`src/common/corePkg.sv`:
```
package corePkg;

    typedef logic [31:0] word_t;      // data word or byte address
    typedef logic [4:0]  regAddr_t;   // GPR number or shift amount
    typedef logic [3:0]  aluOp_t;
    typedef logic [1:0]  branchKind_t;

    localparam aluOp_t AluAdd = 4'd0;
    localparam aluOp_t AluSub = 4'd1;
    localparam aluOp_t AluAnd = 4'd2;
    localparam aluOp_t AluOr  = 4'd3;
    localparam aluOp_t AluXor = 4'd4;
    localparam aluOp_t AluSlt = 4'd5;   // signed compare
    localparam aluOp_t AluSll = 4'd6;
    localparam aluOp_t AluLui = 4'd7;

    localparam branchKind_t BrNone = 2'd0;
    localparam branchKind_t BrEq   = 2'd1;
    localparam branchKind_t BrNe   = 2'd2;
    localparam branchKind_t BrJump = 2'd3;

    // primary opcodes in instr[31:26]
    localparam logic [5:0] OpSpecial = 6'h00;
    localparam logic [5:0] OpJ       = 6'h02;
    localparam logic [5:0] OpBeq     = 6'h04;
    localparam logic [5:0] OpBne     = 6'h05;
    localparam logic [5:0] OpAddiu   = 6'h09;
    localparam logic [5:0] OpAndi    = 6'h0C;
    localparam logic [5:0] OpOri     = 6'h0D;
    localparam logic [5:0] OpLui     = 6'h0F;

    // SPECIAL function field in instr[5:0]
    localparam logic [5:0] FnSll  = 6'h00;
    localparam logic [5:0] FnAddu = 6'h21;
    localparam logic [5:0] FnSubu = 6'h23;
    localparam logic [5:0] FnAnd  = 6'h24;
    localparam logic [5:0] FnOr   = 6'h25;
    localparam logic [5:0] FnXor  = 6'h26;
    localparam logic [5:0] FnSlt  = 6'h2A;

    typedef struct packed {
        aluOp_t      aluOp;
        logic        useImm;      // srcB from immediate instead of rt
        logic        regWrite;
        branchKind_t branchKind;
    } ctrl_t;

    typedef struct packed {
        word_t pc;
        word_t instr;
        logic  valid;
    } fetchToDecode_t;

    typedef struct packed {
        word_t    pc;
        ctrl_t    ctrl;
        word_t    rsValue;
        word_t    rtValue;
        word_t    imm;           // holds the 26-bit index for j
        regAddr_t shamt;
        regAddr_t rs;
        regAddr_t rt;
        regAddr_t dest;
        logic     valid;
    } decodeToExec_t;

    typedef struct packed {
        word_t    pc;
        regAddr_t dest;
        logic     regWrite;
        word_t    result;
    } execToWb_t;

    typedef struct packed {
        logic  taken;
        word_t target;
    } redirect_t;

endpackage
```
`src/mipsCore.sv`:
```
module mipsCore #(
    parameter corePkg::word_t ResetPc = 32'hBFC00000
) (
    input  logic              clk,
    input  logic              reset_i,
    output corePkg::word_t    instAddr_o,
    input  corePkg::word_t    instr_i,
    input  logic              instStall_i,
    output corePkg::word_t    debugWbPc_o,
    output logic [3:0]        debugWbRfWen_o,
    output corePkg::regAddr_t debugWbRfWnum_o,
    output corePkg::word_t    debugWbRfWdata_o
);

    corePkg::fetchToDecode_t fetchToDecode;
    corePkg::decodeToExec_t  decodeToExec;
    corePkg::execToWb_t      execToWb;
    corePkg::redirect_t      redirect;
    logic                    rfWrite;
    corePkg::regAddr_t       rfDest;
    corePkg::word_t          rfData;

    fetchStage #(
        .ResetPc (ResetPc)
    ) fetchStage_inst (
        .clk        (clk),
        .reset_i    (reset_i),
        .stall_i    (instStall_i),   // instruction stall freezes every stage
        .redirect_i (redirect),
        .instAddr_o (instAddr_o),
        .instr_i    (instr_i),
        .toDecode_o (fetchToDecode)
    );

    decodeStage decodeStage_inst (
        .clk         (clk),
        .reset_i     (reset_i),
        .stall_i     (instStall_i),
        .fromFetch_i (fetchToDecode),
        .wbWrite_i   (rfWrite),
        .wbDest_i    (rfDest),
        .wbData_i    (rfData),
        .toExec_o    (decodeToExec)
    );

    executeStage executeStage_inst (
        .clk          (clk),
        .reset_i      (reset_i),
        .stall_i      (instStall_i),
        .fromDecode_i (decodeToExec),
        .wbDest_i     (rfDest),
        .wbWrite_i    (rfWrite),
        .wbData_i     (rfData),
        .redirect_o   (redirect),
        .toWb_o       (execToWb)
    );

    writebackStage writebackStage_inst (
        .clk              (clk),
        .reset_i          (reset_i),
        .stall_i          (instStall_i),
        .fromExec_i       (execToWb),
        .rfWrite_o        (rfWrite),
        .rfDest_o         (rfDest),
        .rfData_o         (rfData),
        .debugWbPc_o      (debugWbPc_o),
        .debugWbRfWen_o   (debugWbRfWen_o),
        .debugWbRfWnum_o  (debugWbRfWnum_o),
        .debugWbRfWdata_o (debugWbRfWdata_o)
    );

endmodule

```
`src/writebackStage.sv`:
```
module writebackStage (
    input  logic               clk,
    input  logic               reset_i,
    input  logic               stall_i,
    input  corePkg::execToWb_t fromExec_i,
    output logic               rfWrite_o,
    output corePkg::regAddr_t  rfDest_o,
    output corePkg::word_t     rfData_o,
    output corePkg::word_t     debugWbPc_o,
    output logic [3:0]         debugWbRfWen_o,
    output corePkg::regAddr_t  debugWbRfWnum_o,
    output corePkg::word_t     debugWbRfWdata_o
);

    corePkg::execToWb_t wb;

    always_ff @(posedge clk) begin
        if (reset_i) begin
            wb.regWrite <= 1'b0;
        end else if (!stall_i) begin
            wb <= fromExec_i;
        end
    end

    assign rfWrite_o = wb.regWrite;   // also feeds execute forwarding
    assign rfDest_o  = wb.dest;
    assign rfData_o  = wb.result;

    // an entry is traced only in the cycle it actually leaves
    assign debugWbPc_o      = wb.pc;
    assign debugWbRfWen_o   = {4{wb.regWrite && !stall_i}};
    assign debugWbRfWnum_o  = wb.dest;
    assign debugWbRfWdata_o = wb.result;

endmodule

```
`src/execute/executeStage.sv`:
```
module executeStage (
    input  logic                   clk,
    input  logic                   reset_i,
    input  logic                   stall_i,
    input  corePkg::decodeToExec_t fromDecode_i,
    input  corePkg::regAddr_t      wbDest_i,
    input  logic                   wbWrite_i,
    input  corePkg::word_t         wbData_i,
    output corePkg::redirect_t     redirect_o,
    output corePkg::execToWb_t     toWb_o
);

    corePkg::decodeToExec_t ex;
    corePkg::word_t         rsFwd;
    corePkg::word_t         rtFwd;
    corePkg::word_t         srcB;
    corePkg::word_t         aluResult;
    corePkg::word_t         delaySlotPc;
    corePkg::word_t         branchTarget;
    corePkg::word_t         jumpTarget;
    logic                   taken;

    always_ff @(posedge clk) begin
        if (reset_i) begin
            ex.valid <= 1'b0;
        end else if (!stall_i) begin
            ex <= fromDecode_i;
        end
    end

    // only the writeback result can be newer than the operands read in decode
    assign rsFwd = (wbWrite_i && wbDest_i != '0 && wbDest_i == ex.rs) ? wbData_i : ex.rsValue;
    assign rtFwd = (wbWrite_i && wbDest_i != '0 && wbDest_i == ex.rt) ? wbData_i : ex.rtValue;
    assign srcB  = ex.ctrl.useImm ? ex.imm : rtFwd;

    alu alu_inst (
        .op_i     (ex.ctrl.aluOp),
        .srcA_i   (rsFwd),
        .srcB_i   (srcB),
        .shamt_i  (ex.shamt),
        .result_o (aluResult)
    );

    assign delaySlotPc  = ex.pc + 32'd4;
    assign branchTarget = delaySlotPc + {ex.imm[29:0], 2'b00};
    assign jumpTarget   = {delaySlotPc[31:28], ex.imm[25:0], 2'b00};

    always_comb begin
        case (ex.ctrl.branchKind)
            corePkg::BrEq:   taken = (rsFwd == rtFwd);
            corePkg::BrNe:   taken = (rsFwd != rtFwd);
            corePkg::BrJump: taken = 1'b1;
            default:         taken = 1'b0;
        endcase
    end

    assign redirect_o = '{
        taken:  ex.valid && taken,
        target: (ex.ctrl.branchKind == corePkg::BrJump) ? jumpTarget : branchTarget
    };

    assign toWb_o = '{
        pc:       ex.pc,
        dest:     ex.dest,
        regWrite: ex.valid && ex.ctrl.regWrite,
        result:   aluResult
    };

endmodule

```
`src/execute/alu.sv`:
```
module alu (
    input  corePkg::aluOp_t   op_i,
    input  corePkg::word_t    srcA_i,
    input  corePkg::word_t    srcB_i,
    input  corePkg::regAddr_t shamt_i,
    output corePkg::word_t    result_o
);

    logic lessThan;

    assign lessThan = $signed(srcA_i) < $signed(srcB_i);

    always_comb begin
        case (op_i)
            corePkg::AluAdd: result_o = srcA_i + srcB_i;
            corePkg::AluSub: result_o = srcA_i - srcB_i;
            corePkg::AluAnd: result_o = srcA_i & srcB_i;
            corePkg::AluOr:  result_o = srcA_i | srcB_i;
            corePkg::AluXor: result_o = srcA_i ^ srcB_i;
            corePkg::AluSlt: result_o = {31'b0, lessThan};
            corePkg::AluSll: result_o = srcB_i << shamt_i;              // shifts rt
            corePkg::AluLui: result_o = {srcB_i[15:0], 16'b0};
            default:         result_o = '0;
        endcase
    end

endmodule

```
`src/decode/decodeStage.sv`:
```
module decodeStage (
    input  logic                    clk,
    input  logic                    reset_i,
    input  logic                    stall_i,
    input  corePkg::fetchToDecode_t fromFetch_i,
    input  logic                    wbWrite_i,
    input  corePkg::regAddr_t       wbDest_i,
    input  corePkg::word_t          wbData_i,
    output corePkg::decodeToExec_t  toExec_o
);

    logic [5:0]        opcode;
    logic [5:0]        funct;
    corePkg::regAddr_t rs;
    corePkg::regAddr_t rt;
    corePkg::regAddr_t rd;
    corePkg::regAddr_t dest;
    corePkg::ctrl_t    decCtrl;
    logic              signExt;
    logic              rdIsDest;
    corePkg::word_t    immExt;
    corePkg::word_t    rsData;
    corePkg::word_t    rtData;

    assign opcode = fromFetch_i.instr[31:26];
    assign rs     = fromFetch_i.instr[25:21];
    assign rt     = fromFetch_i.instr[20:16];
    assign rd     = fromFetch_i.instr[15:11];
    assign funct  = fromFetch_i.instr[5:0];

    always_comb begin
        decCtrl  = '0;   // bubble or unknown opcode runs as a no-op
        signExt  = 1'b0;
        rdIsDest = 1'b0;
        if (fromFetch_i.valid) begin
            case (opcode)
                corePkg::OpSpecial: begin
                    rdIsDest         = 1'b1;
                    decCtrl.regWrite = 1'b1;
                    case (funct)
                        corePkg::FnAddu: decCtrl.aluOp = corePkg::AluAdd;
                        corePkg::FnSubu: decCtrl.aluOp = corePkg::AluSub;
                        corePkg::FnAnd:  decCtrl.aluOp = corePkg::AluAnd;
                        corePkg::FnOr:   decCtrl.aluOp = corePkg::AluOr;
                        corePkg::FnXor:  decCtrl.aluOp = corePkg::AluXor;
                        corePkg::FnSlt:  decCtrl.aluOp = corePkg::AluSlt;
                        corePkg::FnSll:  decCtrl.aluOp = corePkg::AluSll;
                        default:         decCtrl.regWrite = 1'b0;
                    endcase
                end
                corePkg::OpAddiu: begin
                    decCtrl = '{corePkg::AluAdd, 1'b1, 1'b1, corePkg::BrNone};
                    signExt = 1'b1;
                end
                corePkg::OpAndi: decCtrl = '{corePkg::AluAnd, 1'b1, 1'b1, corePkg::BrNone};
                corePkg::OpOri:  decCtrl = '{corePkg::AluOr, 1'b1, 1'b1, corePkg::BrNone};
                corePkg::OpLui:  decCtrl = '{corePkg::AluLui, 1'b1, 1'b1, corePkg::BrNone};
                corePkg::OpBeq: begin
                    decCtrl.branchKind = corePkg::BrEq;
                    signExt            = 1'b1;
                end
                corePkg::OpBne: begin
                    decCtrl.branchKind = corePkg::BrNe;
                    signExt            = 1'b1;
                end
                corePkg::OpJ:    decCtrl.branchKind = corePkg::BrJump;
                default: ;
            endcase
        end
        dest = rdIsDest ? rd : rt;
        if (dest == '0) begin
            decCtrl.regWrite = 1'b0;   // $0 is never written
        end
    end

    assign immExt = (opcode == corePkg::OpJ) ? {6'b0, fromFetch_i.instr[25:0]} :
                    signExt ? {{16{fromFetch_i.instr[15]}}, fromFetch_i.instr[15:0]} :
                              {16'b0, fromFetch_i.instr[15:0]};

    // stalled writeback is retried once the pipe moves again
    regFile regFile_inst (
        .clk      (clk),
        .reset_i  (reset_i),
        .we_i     (wbWrite_i && !stall_i),
        .waddr_i  (wbDest_i),
        .wdata_i  (wbData_i),
        .raddrA_i (rs),
        .raddrB_i (rt),
        .rdataA_o (rsData),
        .rdataB_o (rtData)
    );

    assign toExec_o = '{
        pc:      fromFetch_i.pc,
        ctrl:    decCtrl,
        rsValue: rsData,
        rtValue: rtData,
        imm:     immExt,
        shamt:   fromFetch_i.instr[10:6],
        rs:      rs,
        rt:      rt,
        dest:    dest,
        valid:   fromFetch_i.valid
    };

endmodule

```
`src/decode/regFile.sv`:
```
module regFile (
    input  logic             clk,
    input  logic             reset_i,
    input  logic             we_i,
    input  corePkg::regAddr_t waddr_i,
    input  corePkg::word_t   wdata_i,
    input  corePkg::regAddr_t raddrA_i,
    input  corePkg::regAddr_t raddrB_i,
    output corePkg::word_t   rdataA_o,
    output corePkg::word_t   rdataB_o
);

    corePkg::word_t regs [32];

    always_ff @(posedge clk) begin
        if (reset_i) begin
            for (int i = 0; i < 32; i++) begin
                regs[i] <= '0;
            end
        end else if (we_i && waddr_i != '0) begin
            regs[waddr_i] <= wdata_i;
        end
    end

    // $0 reads zero; a write in flight this cycle is passed straight through
    assign rdataA_o = (raddrA_i == '0) ? '0 :
                      (we_i && waddr_i == raddrA_i) ? wdata_i : regs[raddrA_i];
    assign rdataB_o = (raddrB_i == '0) ? '0 :
                      (we_i && waddr_i == raddrB_i) ? wdata_i : regs[raddrB_i];

endmodule

```
`src/fetch/fetchStage.sv`:
```
module fetchStage #(
    parameter corePkg::word_t ResetPc = 32'hBFC00000
) (
    input  logic                    clk,
    input  logic                    reset_i,
    input  logic                    stall_i,
    input  corePkg::redirect_t      redirect_i,
    output corePkg::word_t          instAddr_o,
    input  corePkg::word_t          instr_i,
    output corePkg::fetchToDecode_t toDecode_o
);

    corePkg::word_t pcReg;
    corePkg::word_t pcPlus4;

    assign pcPlus4    = pcReg + 32'd4;
    assign instAddr_o = pcReg;   // memory answers in the same cycle

    always_ff @(posedge clk) begin
        if (reset_i) begin
            pcReg            <= ResetPc;
            toDecode_o.valid <= 1'b0;
        end else if (!stall_i) begin
            if (redirect_i.taken) begin
                // the word fetched now lies past the delay slot and is dropped
                pcReg            <= redirect_i.target;
                toDecode_o.valid <= 1'b0;
            end else begin
                pcReg      <= pcPlus4;
                toDecode_o <= '{
                    pc:    pcReg,
                    instr: instr_i,
                    valid: 1'b1
                };
            end
        end
    end

endmodule

```
`config.mk`:
```
export PLATFORM = sky130hd
export DESIGN_NAME = mipsCore
export DESIGN_NICKNAME = d
export VERILOG_FILES = /design/src/common/corePkg.sv /design/src/mipsCore.sv /design/src/writebackStage.sv /design/src/execute/executeStage.sv /design/src/execute/alu.sv /design/src/decode/decodeStage.sv /design/src/decode/regFile.sv /design/src/fetch/fetchStage.sv
export SDC_FILE = /design/constraint.sdc
export NUM_CORES = 2
export LEC_CHECK = 0
export BUFFER_PORTS_ARGS = -buffer_cell sky130_fd_sc_hd__buf_2
export CORE_MARGIN = 4
export CORE_UTILIZATION = 45
export CTS_BUF_LIST = sky130_fd_sc_hd__clkbuf_2
export CTS_CLUSTER_DIAMETER = 80
export DETAILED_ROUTE_END_ITERATION = 8
export MAX_ROUTING_LAYER = met4
export SKIP_CTS_REPAIR_TIMING = 1
export SYNTH_ARGS = -nofsm -noshare
export SYNTH_HDL_FRONTEND = slang
export SYNTH_HIERARCHICAL = 1
export SYNTH_SLANG_ARGS = --single-unit
```
`constraint.sdc`:
```
create_clock -name clk -period 10.1 [get_ports clk]
set_input_delay 1.01 -clock clk [delete_from_list [all_inputs] [get_ports clk]]
set_output_delay 1.01 -clock clk [all_outputs]
set_load 0.03 [all_outputs]
```
==> flow_summary_export.csv <==
group,metric,value,unit
synth,yosys_warnings,6,
worst_setup_path,slowest_stage,"o21ai_0",
clock_tree,htreeDepth,5,
routing,dr_wl_met2,141,mm
worst_setup_path,path_class,"register to register",
die,dieHeight,426,um
placement,io_buffers,139,
routing,dr.pass1.iters,9,
synth,synth_cell_types,110,
clock_tree,numCtsBuffers,372,
timing,hold_violations,0,
clock_tree,clk_latency,1970,ps
synth,yosysTopAreaCell,"edfxtp_1",
die,die_w,426,um
die,start_util,0.452,
timing,setup_viol,0,
layout,post-route-cell-area,0.0845,mm2
routing,vias,59100,
grt,grt_overflow_total,0,
worst_setup_path,cp_num_buf_inv,1,
clock_tree,cts_tree,"built",
worst_setup_path,crit_path_cell_trace,"or4_1 -> o21ai_2 -> or3_2 -> a21oi_1 -> o21ai_0 -> inv_1 -> ha_1 -> a21oi_1 -> o311ai_1 -> a32oi_1 -> nand4b_1 -> a31oi_1 -> o32ai_1 -> or3_1 -> a31oi_1 -> xor2_1 -> o21ai_1",
power,p_leak,31.8,nW
timing,post-route-period-util,0.666,
routing,met1Wirelength,121,mm
synth,async_reset_ff_frac,0,
placement,dp_hpwl,199,mm
layout,drive_above_1_share,0.236,
timing,finClkSkew,251,ps
routing,drcViolationCount,0,
layout,syn2layout_area_growth,7.62,%
synth,syn_area_per_cell,12.6,um2
clock_tree,cts.sinks,1348,
grt,track_usage,0.354,
placement,gp_congestion,0.972,
worst_setup_path,crit_fanout,17,
routing,drt-total-wl,319,mm
synth,ys_seq_area_frac,0.511,
grt,grt_pass1_vias,56200,
clock_tree,cts_buffer_depth,4,
grt,antenna_found_initial,38,
clock_tree,cts_root_buf,"clkbuf_2",
synth,synth.ff_latch_count,1348,
synth,synth_top_area_frac,0.502,
routing,postRouteAntennaNets,0,
worst_hold_path,hp-class,"input port to register",
timing,rsz0062_at_grt,"no",
die,num_rows,153,
timing,timing.final.max_slew_violations,1,
timing,worst_slew_pin_slew,1490,ps
layout,final_nets,6541,
worst_setup_path,startpoint_type,"register",
routing,top_layer,"met4",
worst_setup_path,arrival,8360,ps
run_status,outcome,"finished, violations left",
worst_setup_path,worstPathRequired,11740,ps
synth,syn-cell-area,0.0785,mm2
routing,wl_per_cell,35.5,um
routing,drt_iter0_markers,9056,
timing,fmax,149,MHz
die,core,0.174,mm2
run,max-cap-violations,1,
power,p_per_area,144,mW/mm2
worst_setup_path,reg2reg_slack,3380,ps
placement,dpl_cell_area,0.0806,mm2
synth,synth_edf_count,1313,
timing,fin_crit,6720,ps
power,ir_drop,0.000124,V
worst_setup_path,critical-path-top-delay-family,"compound AO/OA/AOI/OAI gates",
synth,synth_ff_type,"edfxtp_1",
worst_setup_path,end_kind,"register",
routing,route.met3.wl,39.2,mm
clock_tree,clkSlewWorstSetupHoldPaths,120,ps
grt,grt_max_degree,127,
die,io_pins,140,
synth,ys_top_cells_by_area,"edfxtp_1 (50%), mux4_2 (11%), and2_1 (8.0%), mux2i_1 (3.9%), mux2_2 (2.5%)",
die,die_area,0.181,mm2
run_status,violations,"max-capacitance violations, max-slew violations",
synth,synth_cells,6250,
timing,fin_tns_setup,0,ps
timing,slew_headroom,-0.00192,
routing,vias_per_cell,6.57,
worst_setup_path,max_stage_delay,820,ps
grt,grt_pass1_wl,439,mm
[synth_stat cells, drive strengths merged, types with 46 or more instances]
cell type,n
edfxtp,1313
and2,1008
mux4,385
clkbuf,376
buf,305
mux2i,302
nand2,265
nor2,256
o21ai,204
a21oi,198
mux2,171
ha,140
inv,133
a22oi,98
o22ai,94
xnor2,82
nor3,74
o221ai,52
a211oi,51
a31oi,51
xor2,48
nand3,46
[tightest hold or removal path, stage by stage]
cell	delay [ps]
dlygate4sd3_1	540
buf_4	260
nor2_1	140
[kinds of logic after synthesis]
kind of cell	after synthesis	synth area share
other	2	0.0000957
DFF	1348	0.511
muxes	858	0.173
buffers and inverters	816	0.0512
adders and majority gates	143	0.0231
AOI/OAI and AO/OA	1050	0.0916
xor gates and xnor gates	130	0.0145
and+or+nand+nor	1903	0.135
[cells in the final DEF, fill, tap and decap left out, types with 82 or more instances in the layout]
cell type	Yosys	layout
edfxtp_1	1313	1313
and2_1	1006	1006
clkbuf_2	1	529
mux4_2	385	385
mux2i_1	302	302
nand2_1	264	264
nor2_1	255	217
a21oi_1	196	196
o21ai_0	189	189
buf_4	167	174
mux2_2	171	171
ha_1	140	140
buf_2	84	138
inv_1	129	129
a22oi_1	98	98
o22ai_1	94	94
xnor2_1	82	82
[final cells by class]
cell class                      instances  area, um2
Fill cell                           15400      89100
Sequential cell                      1348      40100
Multi-Input combinational cell       4117      34800
Tap cell                             2325       2910
Timing Repair Buffer                  389       2870
Clock buffer                          529       2650
Inverter                              135        507
Clock inverter                         98        472
Antenna cell                           46        115
[report_power, final]
part	internal (W)	switching, W	leakage [nW]
Sequential	0.00634	0.000138	13.5
Combinational	0.000579	0.00118	15.8
Clock	0.00147	0.00244	2.44
Total	0.00839	0.00376	31.8
[worst paths after layout]
| check | from | to | cells past startpoint |
|---|---|---|---|
| max | writebackStage_inst/debugWbRfWnum_o[2] | writebackStage_inst/debugWbRfWdata_o[27] | 17 |
| min | reset_i | fetchStage_inst/instAddr_o[2] | 3 |
| max reg2reg | writebackStage_inst/debugWbRfWnum_o[2] | writebackStage_inst/debugWbRfWdata_o[27] | 17 |
| min reg2reg | fetchStage_inst/toDecode_o[57] | executeStage_inst/toWb_o[62] | 0 |
[registers in the layout, summed over array words and instances, names as in the netlist]
name                                  flops
executeStage_inst/ex                    120
writebackStage_inst/debugWbPc_o          32
writebackStage_inst/debugWbRfWnum_o       5
writebackStage_inst/debugWbRfWdata_o     32
fetchStage_inst/instAddr_o               32
decodeStage_inst/regFile_inst/regs     1024
executeStage_inst/toWb_o                 37
writebackStage_inst/rfWrite_o             1
fetchStage_inst/toDecode_o               65
[metrics by stage]
| stage | setup slack (ps) | util | cells | hold WS [ps] | power (W) |
|---|---|---|---|---|---|
| CTS | 3550 | 0.482 | 8874 | -888 | 0.0121 |
| global placement | 3610 | 0.464 | 8247 | 400 | 0.00827 |
| finish | 3380 | 0.487 | 8987 | 146 | 0.0121 |
| detailed placement | 3560 | 0.464 | 8247 | 405 | 0.00828 |
| floorplan | 1930 | - | 6281 | 490 | 0.00762 |
| global route | 3060 | 0.486 | 8962 | -28.9 | 0.0126 |
[layer usage]
layer / track usage / vias up
li1: - / 23900
met3: 0.100 / 1015
met1: 0.452 / 29800
met5: - / -
met4: 0.173 / 0
met2: 0.521 / 4374
(Power assumes the default switching activity.)
